[config.mk]
export PLATFORM = sky130hd
export DESIGN_NAME = fir_interpolator
export DESIGN_NICKNAME = d
export VERILOG_FILES = /design/src/verilog/fir_pkg.sv /design/src/verilog/fir_interpolator.sv /design/src/verilog/poly_mac.sv /design/src/verilog/fir_ram.sv /design/src/verilog/rate_ctrl.sv
export VERILOG_INCLUDE_DIRS = /design/src /design/src/verilog
export SDC_FILE = /design/constraint.sdc
export NUM_CORES = 1
export LEC_CHECK = 0
export BUFFER_PORTS_ARGS = -buffer_cell sky130_fd_sc_hd__buf_2
export CORE_AREA = 2 2 240 242
export DETAILED_ROUTE_END_ITERATION = 10
export DIE_AREA = 0 0 242 244
export PLACE_DENSITY = 0.74
export SYNTH_ARGS = -nofsm -noshare
export SYNTH_HDL_FRONTEND = slang
export SYNTH_SLANG_ARGS = --single-unit
[constraint.sdc]
create_clock -name clk -period 7.7 [get_ports clk]
set_clock_uncertainty 0.1 [all_clocks]
set_input_delay 0.77 -clock clk [delete_from_list [all_inputs] [get_ports clk]]
set_output_delay 0.77 -clock clk [all_outputs]
set_load 0.1 [all_outputs]
[src/verilog/fir_params.svh]
`ifndef FIR_PARAMS_SVH
`define FIR_PARAMS_SVH

// sample and output width
`define FIR_SAMPLE_W 16

// coefficient width, Q1.15
`define FIR_COEFF_W 16

// interpolation factor, power of two
`define FIR_M 4

// total taps, even and linear phase
`define FIR_TAPS 32

// clocks between output strobes, at least FIR_TAPS/FIR_M + 4
`define FIR_D 16

`endif
[src/verilog/fir_pkg.sv]
`include "fir_params.svh"

package fir_pkg;

  // products summed per output phase
  localparam int PHASE_TAPS = `FIR_TAPS / `FIR_M;

  typedef logic signed [`FIR_SAMPLE_W-1:0] sample_t;
  typedef logic signed [`FIR_COEFF_W-1:0]  coeff_t;
  typedef logic signed [`FIR_SAMPLE_W+`FIR_COEFF_W+$clog2(PHASE_TAPS)-1:0] acc_t;

  typedef logic [$clog2(`FIR_M)-1:0]      phase_t;
  typedef logic [$clog2(`FIR_TAPS/2)-1:0] caddr_t;
  typedef logic [$clog2(PHASE_TAPS)-1:0]  saddr_t;

  typedef struct packed {
    logic   out_stb;
    logic   smp_stb;
    logic   filled;
    phase_t phase;
    saddr_t newest;
  } tick_t;

  typedef struct packed {
    logic   we;
    caddr_t addr;
    coeff_t data;
  } coeff_wr_t;

endpackage

[src/verilog/fir_interpolator.sv]
`timescale 1ns/1ps
`include "fir_params.svh"

module fir_interpolator import fir_pkg::*; (
  input  logic      clk,
  input  logic      nrst,
  input  coeff_wr_t coeff_wr,
  input  sample_t   din,
  output logic      sample_tick,
  output sample_t   dout,
  output logic      dout_valid
);

  logic    hold;
  tick_t   tick;

  saddr_t  saddr;
  saddr_t  line_addr;
  sample_t sdata;

  caddr_t  caddr;
  caddr_t  cmem_addr;
  coeff_t  cdata;

  // a coefficient write freezes the filter
  assign hold = coeff_wr.we;

  assign sample_tick = tick.smp_stb;

  rate_ctrl u_rate_ctrl (
    .clk  (clk),
    .nrst (nrst),
    .hold (hold),
    .tick (tick)
  );

  // the mac is idle during a strobe, so the write can take the port
  assign line_addr = tick.smp_stb ? tick.newest : saddr;

  fir_ram #(
    .word_t (sample_t),
    .DEPTH  (PHASE_TAPS)
  ) sample_line (
    .clk   (clk),
    .we    (tick.smp_stb),
    .addr  (line_addr),
    .wdata (din),
    .rdata (sdata)
  );

  assign cmem_addr = coeff_wr.we ? coeff_wr.addr : caddr;

  fir_ram #(
    .word_t (coeff_t),
    .DEPTH  (`FIR_TAPS / 2)
  ) coeff_mem (
    .clk   (clk),
    .we    (coeff_wr.we),
    .addr  (cmem_addr),
    .wdata (coeff_wr.data),
    .rdata (cdata)
  );

  poly_mac u_poly_mac (
    .clk        (clk),
    .nrst       (nrst),
    .hold       (hold),
    .tick       (tick),
    .saddr      (saddr),
    .sdata      (sdata),
    .caddr      (caddr),
    .cdata      (cdata),
    .dout       (dout),
    .dout_valid (dout_valid)
  );

endmodule

[src/verilog/poly_mac.sv]
`timescale 1ns/1ps
`include "fir_params.svh"

module poly_mac import fir_pkg::*; (
  input  logic    clk,
  input  logic    nrst,
  input  logic    hold,
  input  tick_t   tick,
  output saddr_t  saddr,
  input  sample_t sdata,
  output caddr_t  caddr,
  input  coeff_t  cdata,
  output sample_t dout,
  output logic    dout_valid
);

  localparam int SH    = $clog2(`FIR_M);
  localparam int TW    = $clog2(`FIR_TAPS);
  localparam int HALF  = `FIR_TAPS / 2;
  localparam int ACC_W = $bits(acc_t);
  // room for the scale shift and the rounding carry
  localparam int RW    = ACC_W + SH + 1;

  localparam logic signed [RW-1:0] S_MAX = 2 ** (`FIR_SAMPLE_W - 1) - 1;
  localparam logic signed [RW-1:0] S_MIN = -(2 ** (`FIR_SAMPLE_W - 1));

  phase_t phase_q;
  saddr_t newest_q;
  logic   filled_q;

  logic   run;
  saddr_t step;
  logic   rd_vld;
  logic   rd_first;
  logic   rd_last;
  logic   fin;
  logic   emit;

  logic [TW-1:0]                           tap;
  logic signed [`FIR_SAMPLE_W+`FIR_COEFF_W-1:0] prod;
  acc_t                                    acc;
  logic signed [RW-1:0]                    rounded;
  logic signed [RW-1:0]                    quot;
  sample_t                                 sat;

  // walk back through the circular delay line
  always_comb begin
    if (newest_q >= step) begin
      saddr = newest_q - step;
    end else begin
      saddr = saddr_t'(newest_q + PHASE_TAPS - step);
    end
  end

  // tap p + j*M folded onto the stored half
  always_comb begin
    tap = TW'(phase_q + step * `FIR_M);
    if (tap < HALF) begin
      caddr = caddr_t'(tap);
    end else begin
      caddr = caddr_t'(`FIR_TAPS - 1 - tap);
    end
  end

  always_ff @(posedge clk or negedge nrst) begin
    if (!nrst) begin
      run      <= 1'b0;
      step     <= '0;
      filled_q <= 1'b0;
      rd_vld   <= 1'b0;
      fin      <= 1'b0;
    end else if (hold) begin
      // drop whatever phase was running
      run    <= 1'b0;
      rd_vld <= 1'b0;
      fin    <= 1'b0;
    end else begin
      if (tick.out_stb) begin
        run      <= 1'b1;
        step     <= '0;
        filled_q <= tick.filled;
      end else if (run) begin
        if (step == saddr_t'(PHASE_TAPS - 1)) begin
          run <= 1'b0;
        end
        step <= step + 1'b1;
      end
      rd_vld <= run;
      fin    <= rd_vld && rd_last;
    end
  end

  assign prod = sdata * cdata;

  // ram data lags the address by one cycle
  always_ff @(posedge clk) begin
    if (tick.out_stb) begin
      phase_q  <= tick.phase;
      newest_q <= tick.newest;
    end
    rd_first <= (step == '0);
    rd_last  <= (step == saddr_t'(PHASE_TAPS - 1));
    if (rd_vld) begin
      if (rd_first) begin
        acc <= acc_t'(prod);
      end else begin
        acc <= acc + acc_t'(prod);
      end
    end
  end

  // scale by M, round half up out of Q1.15, then clamp
  always_comb begin
    rounded = (RW'(acc) <<< SH) + (RW'(1) <<< (`FIR_COEFF_W - 2));
    quot    = rounded >>> (`FIR_COEFF_W - 1);
    if (quot > S_MAX) begin
      sat = sample_t'(S_MAX);
    end else if (quot < S_MIN) begin
      sat = sample_t'(S_MIN);
    end else begin
      sat = sample_t'(quot);
    end
  end

  assign emit = fin && filled_q && !hold;

  always_ff @(posedge clk or negedge nrst) begin
    if (!nrst) begin
      dout       <= '0;
      dout_valid <= 1'b0;
    end else begin
      dout_valid <= emit;
      if (emit) begin
        dout <= sat;
      end
    end
  end

endmodule

[src/verilog/fir_ram.sv]
`timescale 1ns/1ps

module fir_ram #(
  parameter type word_t = logic [15:0],
  parameter int  DEPTH  = 16
) (
  input  logic                     clk,
  input  logic                     we,
  input  logic [$clog2(DEPTH)-1:0] addr,
  input  word_t                    wdata,
  output word_t                    rdata
);

  word_t mem [DEPTH];

  // read returns the old word on a write to the same address
  always_ff @(posedge clk) begin
    if (we) begin
      mem[addr] <= wdata;
    end
    rdata <= mem[addr];
  end

endmodule

[src/verilog/rate_ctrl.sv]
`timescale 1ns/1ps
`include "fir_params.svh"

module rate_ctrl import fir_pkg::*; (
  input  logic  clk,
  input  logic  nrst,
  input  logic  hold,
  output tick_t tick
);

  localparam int PW = $clog2(`FIR_D);
  localparam int FW = $clog2(PHASE_TAPS + 1);

  logic [PW-1:0] period_cnt;
  phase_t        phase_cnt;
  saddr_t        newest_q;
  saddr_t        newest_nxt;
  logic [FW-1:0] fill_cnt;
  logic [FW-1:0] fill_nxt;
  logic          out_stb;
  logic          smp_stb;

  // one output strobe per D clocks, none while held
  assign out_stb = !hold && (period_cnt == PW'(`FIR_D - 1));
  // a new sample enters together with phase 0
  assign smp_stb = out_stb && (phase_cnt == '0);

  always_comb begin
    newest_nxt = newest_q;
    fill_nxt   = fill_cnt;
    if (smp_stb) begin
      if (newest_q == saddr_t'(PHASE_TAPS - 1)) begin
        newest_nxt = '0;
      end else begin
        newest_nxt = newest_q + 1'b1;
      end
      if (fill_cnt != FW'(PHASE_TAPS)) begin
        fill_nxt = fill_cnt + 1'b1;
      end
    end
  end

  always_ff @(posedge clk or negedge nrst) begin
    if (!nrst) begin
      period_cnt <= '0;
    end else if (hold || out_stb) begin
      period_cnt <= '0;
    end else begin
      period_cnt <= period_cnt + 1'b1;
    end
  end

  always_ff @(posedge clk or negedge nrst) begin
    if (!nrst) begin
      phase_cnt <= '0;
      newest_q  <= saddr_t'(PHASE_TAPS - 1);
      fill_cnt  <= '0;
    end else if (out_stb) begin
      if (phase_cnt == phase_t'(`FIR_M - 1)) begin
        phase_cnt <= '0;
      end else begin
        phase_cnt <= phase_cnt + 1'b1;
      end
      newest_q <= newest_nxt;
      fill_cnt <= fill_nxt;
    end
  end

  // newest and filled already include the sample taken this cycle
  always_comb begin
    tick.out_stb = out_stb;
    tick.smp_stb = smp_stb;
    tick.filled  = (fill_nxt == FW'(PHASE_TAPS));
    tick.phase   = phase_cnt;
    tick.newest  = newest_nxt;
  end

endmodule

# Word level (Yosys, flattened, before mapping)
# Memories as Yosys holds them, arrays and structs flattened. A register that Yosys moved wholly into a read port is not among the register bits.
# Index checks and enable logic that the tools add are counted.
[classes]
n_addsub = 12
multipliers = 1
div_mod_pow = 0
magnitude_cmp = 4
eq_ne = 6
n_shift = 0
mux = 25
bitwise_logic = 1
reduce_logical = 12
[ops]
columns = ["operator", "n"]
rows = [
  ["$add 37x16->38 const B", 1],
  ["$add 35x32->35", 1],
  ["$mux 35", 1],
  ["$mul 16x16->32", 1],
  ["$mux 16", 2],
  ["$gt 23x16->1 const B", 1],
  ["$lt 23x16->1 const B", 1],
  ["$mux 4", 5],
  ["$mux 3", 6],
  ["$mux 1", 10],
  ["$add 3x1->3 const B", 3],
  ["$add 4x1->4 const B", 2],
  ["$eq 4x4->1 const B", 2],
  ["$eq 3x3->1 const B", 2],
  ["$sub 3x3->3", 2],
  ["$add 2x5->5", 1],
  ["$logic_and 1x1->1", 5],
  ["$lt 5x5->1 const B", 1],
  ["$ne 4x4->1 const B", 1],
  ["$reduce_and 2->1", 2],
  ["$sub 4x4->4 const A", 1],
  ["$ge 3x3->1", 1],
  ["$logic_not 3->1", 1],
  ["$add 2x1->2 const B", 1],
  ["other kinds (7)", 7],
]
[word_totals]
ff_bits = 79
latch_bits = 0
ramBits = 384
romBits = 0
input_bits = 39
output_inout_bits = 18
word_cells = 79
n_memories = 2
[memory_table]
columns = ["name", "words", "width", "read_ports", "rd_ports_with_merged_regs", "write_ports", "line_no", "rtl"]
rows = [
  ["coeff_mem.mem", 16, 16, 1, 1, 1, "fir_ram.sv:14", "word_t mem [DEPTH];"],
  ["sample_line.mem", 8, 16, 1, 1, 1, "fir_ram.sv:14", ""],
]

# Depth between registers and ports, before layout
# Gate-level depths: netlist of the first run.
[depth]
depth_word = 5
depth_mapped = 35
depth_no_buf = 33

# Cells and area by module
# Synthesis of the first run repeated with hierarchy kept, for this count alone.
[unflattened]
cells_unflattened = 2342
area_unflattened_um2 = 30753.2
[by_module_without_submodules]
columns = ["mod", "n_inst", "cells_each", "area_each_um2", "seq_area_each_um2"]
rows = [
  ["poly_mac", 1, 1586, 14609.0, 1841.8],
  ["fir_ram (coeff_mem)", 1, 434, 10023.4, 8007.7],
  ["fir_ram (sample_line)", 1, 238, 5292.6, 4164.0],
  ["rate_ctrl", 1, 77, 749.5, 329.1],
  ["fir_interpolator", 1, 7, 78.8, 0.0],
]

# Least setup slack after synthesis of the first run
# No wires, ideal clock.
[synth_timing]
path_type = "register -> register"
start = "register coeff_mem.rdata[9] in the netlist's numbering (read register of coeff_mem.mem)"
end = "register u_poly_mac.acc[33] (data pin)"
setup_ns = 0.266
arrival_time_ns = 7.704
required_time_ns = 7.334
setup_slack_ns = -0.370
path_stages_with_launch = 33
n_path_buf = 2
period_less_slack_ns = 8.070
cell_sequence = "dfxtp_1 -> clkbuf_1 -> nand2_1 -> fa_1 -> inv_1 -> fa_1 -> inv_1 -> fa_1 -> inv_1 -> fa_1 -> fa_1 -> inv_1 -> fa_1 -> inv_1 -> ha_1 -> clkbuf_1 -> nand2_1 -> o21bai_1 -> a22o_1 -> a41o_1 -> a21bo_1 -> a21oi_2 -> inv_1 -> a21oi_1 -> xnor2_1 -> ha_1 -> a211o_1 -> o31ai_1 -> o41ai_1 -> o41ai_1 -> o21ai_0 -> xnor2_1 -> mux2i_1"
[synth_via]
elab_chain_cells = 3
[synth_lines]
columns = ["item", "line_no", "rtl"]
rows = [
  ["start: declaration", "fir_ram.sv:11", "output word_t rdata"],
  ["$mul 16x16->32 *", "poly_mac.sv:93", "assign prod = sdata * cdata;"],
  ["$add 35x32->35", "poly_mac.sv:107", "acc <= acc + acc_t'(prod);"],
  ["$mux 35 *", "poly_mac.sv:104", "if (rd_first) begin"],
  ["end signal: assignment", "poly_mac.sv:105", "acc <= acc_t'(prod);"],
  ["end signal: assignment", "poly_mac.sv:107", ""],
  ["end: declaration", "poly_mac.sv:41", "acc_t acc;"],
]
# Mark *: on every way between the ends. The rest lies on a longest branch, timed or not.
# A chain may end at the register's enable or synchronous reset.

# Worst setup path after layout of the first run
[layout_timing]
start = "register sample_line.rdata[5] in the netlist's numbering (read register of sample_line.mem)"
end = "register u_poly_mac.acc[30] (data pin)"
[layout_via]
elab_chain_cells = 3
[layout_lines]
columns = ["item", "line_no"]
rows = [
  ["start: declaration", "fir_ram.sv:11"],
  ["$mul 16x16->32 *", "poly_mac.sv:93"],
  ["$add 35x32->35", "poly_mac.sv:107"],
  ["$mux 35 *", "poly_mac.sv:104"],
]
# Marked as above.

==> flow_summary.json, run 1 <==
{
  "status": "finished, violations left",
  "violations": "negative setup slack",
  "synth_common_cells": "edfxtp_1, nand2_1, inv_1",
  "io_pins": 57,
  "start_util": 0.546,
  "relSlewSlack": 0.161,
  "ys_types": 73,
  "cts_root_buf": "clkbuf_16",
  "synth_area_sq_um": 30600,
  "post_drt_via_cell_ratio": 5.52,
  "syn_nets": 2932,
  "worstSetupEndpointType": "flop",
  "finalCritPeriodShare": 1.00,
  "whs_ns": 0.214,
  "gr-usage-all-layers": 0.232,
  "clock_latency_ns": 0.60,
  "yosysMostFrequentCell": "edfxtp_1",
  "start_kind": "flop",
  "synth_edf_count": 424,
  "regToRegSetupSlack_ns": -0.0005,
  "ys_ff_latch": 495,
  "setup_viol": 1,
  "cap_violations": 0,
  "grt_pass1_wl_um": 108000,
  "fmax_ghz": 0.130,
  "path_class": "flop to flop",
  "nFillCells": 4150,
  "ant_nets": 0,
  "area_delta_synth_final_pct": 15.5,
  "crit_fanout": 6,
  "min_path_type": "input port to async pin",
  "wl_per_cell_um": 19.3,
  "cts_hold_repair.buffers": 0,
  "syn_inst": 2497,
  "grt_pass1_vias": 20517,
  "setup_ws_ns": -0.000538,
  "die_area_sq_um": 59000,
  "avgSynthCellArea_sq_um": 12.3,
  "synth_area_leaders": "edfxtp_1, fa_1, ha_1",
  "yosys_warnings": 0,
  "r2r_start": "sample_line.rdata[5]$_DFF_P_",
  "synth_area_leader_cell": "edfxtp_1",
  "rsz0062_at_grt": "true",
  "critPathArrivalTime_ns": 7.93,
  "grt_max_degree": 65,
  "antenna_found_initial": 4,
  "hpwl_um": 46800,
  "io_buffer_count": 56,
  "rr_endpoint": "u_poly_mac.acc[30]$_DFFE_PP_",
  "tightestPinTransition_ns": 1.26,
  "drc": 0,
  "nets": 3158,
  "instances_no_fill": 3518,
  "layout-drive-gt1-share": 0.205,
  "htree_levels": 2,
  "crit_slowest_cell": "fa_1",
  "crit_family": "adder cells",
  "hold_viol_final": 0,
  "min_period_ns": 7.70,
  "path_buf_inv": 6,
  "synthArstFlopShare": 0.0747,
  "drt-initial-drc-count": 1332,
  "drv_slew": 0,
  "dominantRegCellSynth": "edfxtp_1",
  "antennaDiodeCount": 0,
  "path_clk_slew_ns": 0.06,
  "ys_seq_area_frac": 0.468,
  "drt-total-wl_um": 67800,
  "ctsLongestPathBuffers": 3,
  "worstPathRequired_ns": 7.93,
  "place_inst": 3395,
  "die_h_um": 244,
  "cts_buffers": 51,
  "finalWeightedCongestion": 0.857,
  "num_vias": 19433,
  "critPathMaxStageDelay_ns": 0.55,
  "die_w_um": 242,
  "cts_tree": "done",
  "cts.sinks": 495,
  "coreArea_sq_um": 56200,
  "grt_overflow_total": 0,
  "synth_top_area_share": 0.415,
  "rr_worst_depth": 31,
  "firstDrtPassIters": 7,
  "row_count": 87
}
## how the worst max path moves through the flow
stage | startpoint | to | slack [ns] | cells after the start
after floorplan | sample_line.rdata[5]$_DFF_P_ | u_poly_mac.acc[30]$_DFFE_PP_ | 0.003 | 35
after global placement | sample_line.rdata[8]$_DFF_P_ | u_poly_mac.acc[33]$_DFFE_PP_ | -0.28 | 29
after detailed placement | sample_line.rdata[8]$_DFF_P_ | u_poly_mac.acc[33]$_DFFE_PP_ | -0.54 | 29
after CTS | sample_line.rdata[7]$_DFF_P_ | u_poly_mac.acc[30]$_DFFE_PP_ | 0.02 | 33
after global routing | sample_line.rdata[5]$_DFF_P_ | u_poly_mac.acc[34]$_DFFE_PP_ | -0.30 | 31
final | sample_line.rdata[5]$_DFF_P_ | u_poly_mac.acc[30]$_DFFE_PP_ | -0.0005 | 31
## routing by layer
metal  wire length, um  vias up  track usage
met3              4140      130       0.0317
li1                  -     8948            -
met4              1870        6       0.0706
met1             27300     9727        0.296
met5                37        -            0
met2             34500      622        0.413
## flip-flops by register name (all words and copies together) (netlist names), 3 cells and up
register and cells:
u_poly_mac.step 3, u_rate_ctrl.fill_cnt 4, u_rate_ctrl.period_cnt 4, u_poly_mac.acc 35
sample_line.rdata 16, sample_line.mem 128, u_poly_mac.dout 16, coeff_mem.mem 256
u_rate_ctrl.newest_q 3, coeff_mem.rdata 16, u_poly_mac.newest_q 3
## metrics by stage
step	cell area, sq um	setup slack [ns]	setup TNS [ns]	utilization
after floorplan	30700	0.00340	0	-
after global placement	32900	-0.285	-1.42	0.587
after detailed placement	32900	-0.541	-3.26	0.587
after CTS	35000	0.0152	0	0.623
after global routing	35400	-0.300	-1.86	0.630
final	35400	-0.000538	-0.000538	0.630
## cells by family after synthesis
family                   Yosys count  synth area share
AND/OR/NAND/NOR                  681             0.104
flip-flops                       495             0.468
buffers and inverters            410            0.0521
adder cells (fa/ha/maj)          396             0.226
AO/OA/AOI/OAI                    337            0.0677
multiplexers                      91            0.0563
XOR/XNOR                          87            0.0251
## layout by cell type, fill, tap and decap left out, types with 26 or more instances in the layout
| cell type | netlist | routed |
|---|---|---|
| mux4_2 | 64 | 64 |
| o21ai_0 | 57 | 47 |
| ha_1 | 132 | 112 |
| a21o_1 | 27 | 27 |
| nand2_1 | 349 | 348 |
| xnor2_1 | 58 | 53 |
| buf_4 | 4 | 190 |
| a21oi_1 | 145 | 125 |
| buf_2 | 11 | 56 |
| dfrtp_1 | 34 | 34 |
| inv_1 | 319 | 306 |
| nor2_1 | 75 | 70 |
| edfxtp_1 | 424 | 424 |
| fa_1 | 264 | 251 |
| xor2_1 | 28 | 26 |
| clkbuf_16 | 0 | 55 |
| and2_1 | 123 | 116 |
## timing repair
action,CTS,global route
buffers inserted,22,9
endpoints found under the setup margin,13,14
resized for setup,93,91
cloned,0,0
pin swaps,69,73
## area by class of cell
type / instances / area (sq um) / share of cell area
multi-input combinational: 1592 / 15300 / 0.433
tap: 756 / 946 / 0.0267
clock buffer: 70 / 1440 / 0.0408
timing repair buffer: 262 / 1910 / 0.0540
clock inverter: 22 / 145 / 0.00410
inverter: 321 / 1200 / 0.0340
sequential: 495 / 14400 / 0.407
Power of run 1 is left out: the tool's default activity adds up to more than one toggle a clock period on the data nets, which glitch-free logic cannot reach.
==> inputs of run 2 (changes only) <==
REMOVE_ABC_BUFFERS = 1   (was default)
==> run 2 against run 1 <==
Effect of this change:
- the flow still finishes with violations (negative setup slack)
- flip-flop and latch count unchanged
- setup slack worse by 0.17 ns
- routed wire length up 4.1%
- first-iteration DRC count down 3.7%
- critical path depth up 2
- final area up 2.2%
- non-clock buffer count up 58
- sequential share of layout area down 0.92 points
- critical path type unchanged
- register-to-register slack worse by 0.17 ns
- utilization up 1.4 points
- fmax down 2.1%
- cell count up 1.8%
==> flow_summary.json, run 2 (synthesis results as in run 1) <==
{
  "status": "finished, violations left",
  "violations": "negative setup slack",
  "setup_viol": 7,
  "reg_top3": "coeff_mem.mem: 256 flops, sample_line.mem: 128 flops, u_poly_mac.acc: 35 flops",
  "placed_cell_area_sq_um": 33300,
  "largest-register": "coeff_mem.mem",
  "start_util": 0.546,
  "area_delta_synth_final_pct": 18.1,
  "die_w_um": 242,
  "grt_pass1_wl_um": 112000,
  "io_pins": 57,
  "wl_per_cell_um": 19.7,
  "num_vias": 20134,
  "worstPathRequired_ns": 7.94,
  "rsz0062_at_grt": "true",
  "antenna_found_initial": 1,
  "min_period_ns": 7.87,
  "whs_ns": 0.199,
  "path_class": "flop to flop",
  "cts.sinks": 495,
  "largest_register_ff_count": 256,
  "nets": 3217,
  "drv_slew": 0,
  "critPathMaxStageDelay_ns": 0.55,
  "regToRegSetupSlack_ns": -0.17,
  "final_cell_mix": "edfxtp_1, nand2_1, inv_1, fa_1, buf_4",
  "drc": 0,
  "post_drt_via_cell_ratio": 5.62,
  "clock_latency_ns": 0.61,
  "die_area_sq_um": 59000,
  "coreArea_sq_um": 56200,
  "worstSetupEndpointType": "flop",
  "rr_worst_depth": 33,
  "grt_pass1_vias": 21079,
  "drt-total-wl_um": 70600,
  "htree_levels": 2,
  "io_buffer_count": 56,
  "r2r_start": "coeff_mem.rdata[4]$_DFF_P_",
  "path_clk_slew_ns": 0.07,
  "gr-usage-all-layers": 0.240,
  "hold_viol_final": 0,
  "place_inst": 3440,
  "row_count": 87,
  "grt_overflow_total": 0,
  "relSlewSlack": 0.288,
  "instances_no_fill": 3580,
  "cts_hold_repair.buffers": 0,
  "layout-drive-gt1-share": 0.230,
  "fmax_ghz": 0.127,
  "min_path_type": "input port to async pin",
  "drt-initial-drc-count": 1283,
  "firstDrtPassIters": 5,
  "ant_nets": 0,
  "cts_tree": "done",
  "cpMostUsedCell": "fa_1",
  "start_kind": "flop",
  "hpwl_um": 47000,
  "cts_buffers": 52,
  "design_area_sq_um": 36200,
  "crit_fanout": 6,
  "setup_ws_ns": -0.169,
  "cts_root_buf": "clkbuf_16",
  "finalWeightedCongestion": 0.884,
  "crit_slowest_cell": "fa_2",
  "critPathArrivalTime_ns": 8.11,
  "ctsLongestPathBuffers": 3,
  "finalCritPeriodShare": 1.02,
  "rr_endpoint": "u_poly_mac.acc[34]$_DFFE_PP_",
  "tightestPinTransition_ns": 1.06,
  "die_h_um": 244,
  "cap_violations": 0,
  "grt_max_degree": 65,
  "final_common_cell": "edfxtp_1"
}
run 2: cell count changes in the layout (fill, tap and decap cells not counted), sizes merged:
cell and delta:
buf +58, clkinv -7, clkinvlp +4, bufinv +3
clkbuf +2, diode +1, inv +1
run 2: routing by layer:
layer / part of all wire / GRT usage / up-vias
li1: - / - / 9071
met1: 0.38 / 0.295 / 10301
met2: 0.54 / 0.435 / 604
met3: 0.050 / 0.0299 / 158
met4: 0.034 / 0.0855 / 0
met5: 0 / 0 / -
run 2: worst max-delay path by stage:
stage	from	to	slack, ns	depth (start not counted)
after floorplan	coeff_mem.rdata[9]$_DFF_P_	u_poly_mac.acc[33]$_DFFE_PP_	-0.18	30
after global placement	coeff_mem.rdata[9]$_DFF_P_	u_poly_mac.acc[30]$_DFFE_PP_	-0.53	33
after detailed placement	coeff_mem.rdata[9]$_DFF_P_	u_poly_mac.acc[30]$_DFFE_PP_	-0.71	33
after CTS	coeff_mem.rdata[4]$_DFF_P_	u_poly_mac.acc[33]$_DFFE_PP_	-0.09	32
after global routing	coeff_mem.rdata[4]$_DFF_P_	u_poly_mac.acc[34]$_DFFE_PP_	-0.36	33
final	coeff_mem.rdata[4]$_DFF_P_	u_poly_mac.acc[34]$_DFFE_PP_	-0.17	33
run 2: critical path, delay by kind of cell, from the launching register on:
kind                     cells  cell delay [ns]
AO/OA/AOI/OAI               12             2.02
XOR/XNOR                     2             0.23
adder cells (fa/ha/maj)      8             3.57
buffers and inverters        7             0.58
flip-flops                   1             0.39
multiplexers                 1             0.23
AND/OR/NAND/NOR              3             0.46
run 2: final cells by class:
cell class | instances | area (sq um)
diodes | 1 | 2.50
clock buffers | 72 | 1470
clock inverters | 23 | 249
fillers | 4049 | 20000
inverters | 321 | 1200
multi-input cells | 1592 | 15500
flip-flops and latches | 495 | 14400
well taps | 756 | 946
repair buffers | 320 | 2440
run 2: repair_timing:
| item | in CTS | in global routing |
|---|---|---|
| setup endpoints to repair | 15 | 16 |
| pin swaps | 87 | 83 |
| endpoints found under the hold margin | 0 | 0 |
| gates cloned | 1 | 0 |
| setup buffers | 22 | 21 |
| gates resized for setup | 119 | 106 |
run 2: stage by stage:
| step | TNS [ns] | util | setup slack, ns |
|---|---|---|---|
| after floorplan | -0.265 | - | -0.183 |
| after global placement | -3.51 | 0.592 | -0.531 |
| after detailed placement | -5.84 | 0.592 | -0.708 |
| after CTS | -0.356 | 0.633 | -0.0923 |
| after global routing | -2.68 | 0.644 | -0.364 |
| final | -0.649 | 0.644 | -0.169 |
Power of run 2 is left out for the same reason.
==> inputs of run 3 (changes only) <==
CORE_AREA = 2 2 203 285   (was 2 2 240 242)
DIE_AREA = 0 0 205 287   (was 0 0 242 244)
==> run 3 against run 2 <==
Effect of this change:
- via count down 0.57%
- utilization down 0.70 points
- sequential share of layout area rose by 0.43 points
- flip-flop and latch count is the same
- die area shrank 0.36%
- the run still ends with negative setup slack left
- highest routed layer is now met5
- clock-buffer cell count decreased by 14
- largest cell class unchanged
- hold slack worse by 0.016 ns
- setup slack improved by 0.12 ns
==> flow_summary.json, run 3 (synthesis results as in run 1) <==
{
  "ff_latch_area_sq_um": 14400,
  "clock_latency_ns": 0.60,
  "min_path_type": "input port to async pin",
  "finalCritPeriodShare": 1.01,
  "nets": 3211,
  "drc": 0,
  "gr-usage-all-layers": 0.249,
  "crit_family": "adder cells",
  "die_h_um": 287,
  "path_clk_slew_ns": 0.07,
  "final_common_cell": "edfxtp_1",
  "min_period_ns": 7.74,
  "relSlewSlack": 0.140,
  "cts_tree": "done",
  "design_area_sq_um": 35800,
  "worstPathRequired_ns": 7.95,
  "start_util": 0.545,
  "start_kind": "flop",
  "cap_violations": 0,
  "die_w_um": 205,
  "setup_ws_ns": -0.0443,
  "wl_per_cell_um": 20.1,
  "drt-total-wl_um": 71300,
  "firstDrtPassIters": 5,
  "place_inst": 3420,
  "grt_max_degree": 65,
  "status": "finished, violations left",
  "path_buf_inv": 4,
  "cts.sinks": 495,
  "instances_no_fill": 3551,
  "grt_pass1_vias": 21779,
  "placed_cell_area_sq_um": 33200,
  "cts_root_buf": "clkbuf_16",
  "hold_viol_final": 0,
  "violations": "negative setup slack",
  "io_pins": 57,
  "coreArea_sq_um": 56200,
  "largest_register_ff_count": 256,
  "cpMostUsedCell": "fa_1",
  "io_buffer_count": 56,
  "path_class": "flop to flop",
  "rsz0062_at_grt": "true",
  "antenna_found_initial": 3,
  "final_cell_mix": "edfxtp_1, nand2_1, inv_1, fa_1, buf_4",
  "crit_slowest_cell": "fa_1",
  "ant_nets": 0,
  "tightestPinTransition_ns": 1.28,
  "critPathMaxStageDelay_ns": 0.56,
  "reg_top3": "coeff_mem.mem: 256 flops, sample_line.mem: 128 flops, u_poly_mac.acc: 35 flops",
  "ctsLongestPathBuffers": 3,
  "multi_input_area_sq_um": 15400,
  "critPathArrivalTime_ns": 8.00,
  "fmax_ghz": 0.129,
  "worstSetupEndpointType": "flop",
  "nFillCells": 4181,
  "drv_slew": 0,
  "crit_fanout": 6,
  "htree_levels": 2,
  "area_delta_synth_final_pct": 16.8,
  "drt-initial-drc-count": 1218,
  "layout-drive-gt1-share": 0.227,
  "grt_overflow_total": 0,
  "largest-register": "coeff_mem.mem",
  "row_count": 103,
  "grt_pass1_wl_um": 113000,
  "cts_hold_repair.buffers": 0,
  "die_area_sq_um": 58800,
  "cts_buffers": 47,
  "whs_ns": 0.183,
  "setup_viol": 3,
  "num_vias": 20019,
  "post_drt_via_cell_ratio": 5.64,
  "hpwl_um": 49600,
  "finalWeightedCongestion": 0.906
}
run 3: changes by cell type in the layout (fill, tap and decap cells not counted), sizes merged:
cell,delta
bufinv,-1
clkinvlp,-1
clkbuf,-14
inv,+2
buf,-1
diode,+1
clkinv,+6
run 3: stage by stage:
step	worst slack, ns	util	setup TNS (ns)
2_1_floorplan	-0.183	-	-0.265
4_1_cts	-0.0602	0.632	-0.0800
6_report	-0.0443	0.637	-0.0675
3_5_place_dp	-0.652	0.591	-5.04
5_1_grt	-0.319	0.637	-2.65
3_3_place_gp	-0.522	0.591	-3.36
run 3: layout make-up:
| cell class | count | area share |
|---|---|---|
| Multi-Input combinational cell | 1592 | 0.429 |
| Sequential cell | 495 | 0.403 |
| Timing Repair Buffer | 319 | 0.0669 |
| Clock buffer | 58 | 0.0357 |
| Inverter | 321 | 0.0337 |
| Tap cell | 735 | 0.0257 |
| Clock inverter | 29 | 0.00643 |
| Antenna cell | 2 | 0.000140 |
run 3: path summary, 6_finish.rpt:
path                       cells after the start  slack [ns]                        from                                   end
setup / recovery                              32       -0.04  coeff_mem.rdata[6]$_DFF_P_          u_poly_mac.acc[30]$_DFFE_PP_
hold / removal                                 1        0.18                        nrst   u_rate_ctrl.period_cnt[2]$_DFF_PN0_
setup reg to reg                              32       -0.04  coeff_mem.rdata[6]$_DFF_P_          u_poly_mac.acc[30]$_DFFE_PP_
hold reg to reg                                2        0.30  u_poly_mac.rd_last$_DFF_P_              u_poly_mac.fin$_DFF_PN0_
max in group asynchronous                      1        6.76                        nrst  u_rate_ctrl.phase_cnt[1]$_DFFE_PN0P_
min in group clk                               2        0.30  u_poly_mac.rd_last$_DFF_P_              u_poly_mac.fin$_DFF_PN0_
run 3: what timing repair did:
action,in CTS,in global routing
buffers inserted,35,10
endpoints found under the hold margin,0,0
setup endpoints to repair,15,14
pin swaps,129,51
resized for setup,149,57
run 3: per-layer routing:
layer,track usage,up-vias,share of wire
met5,0,-,0.00022
met2,0.460,567,0.55
met4,0.133,2,0.053
met1,0.278,10187,0.35
li1,-,9063,-
met3,0.0302,200,0.044
Power of run 3 is left out for the same reason.
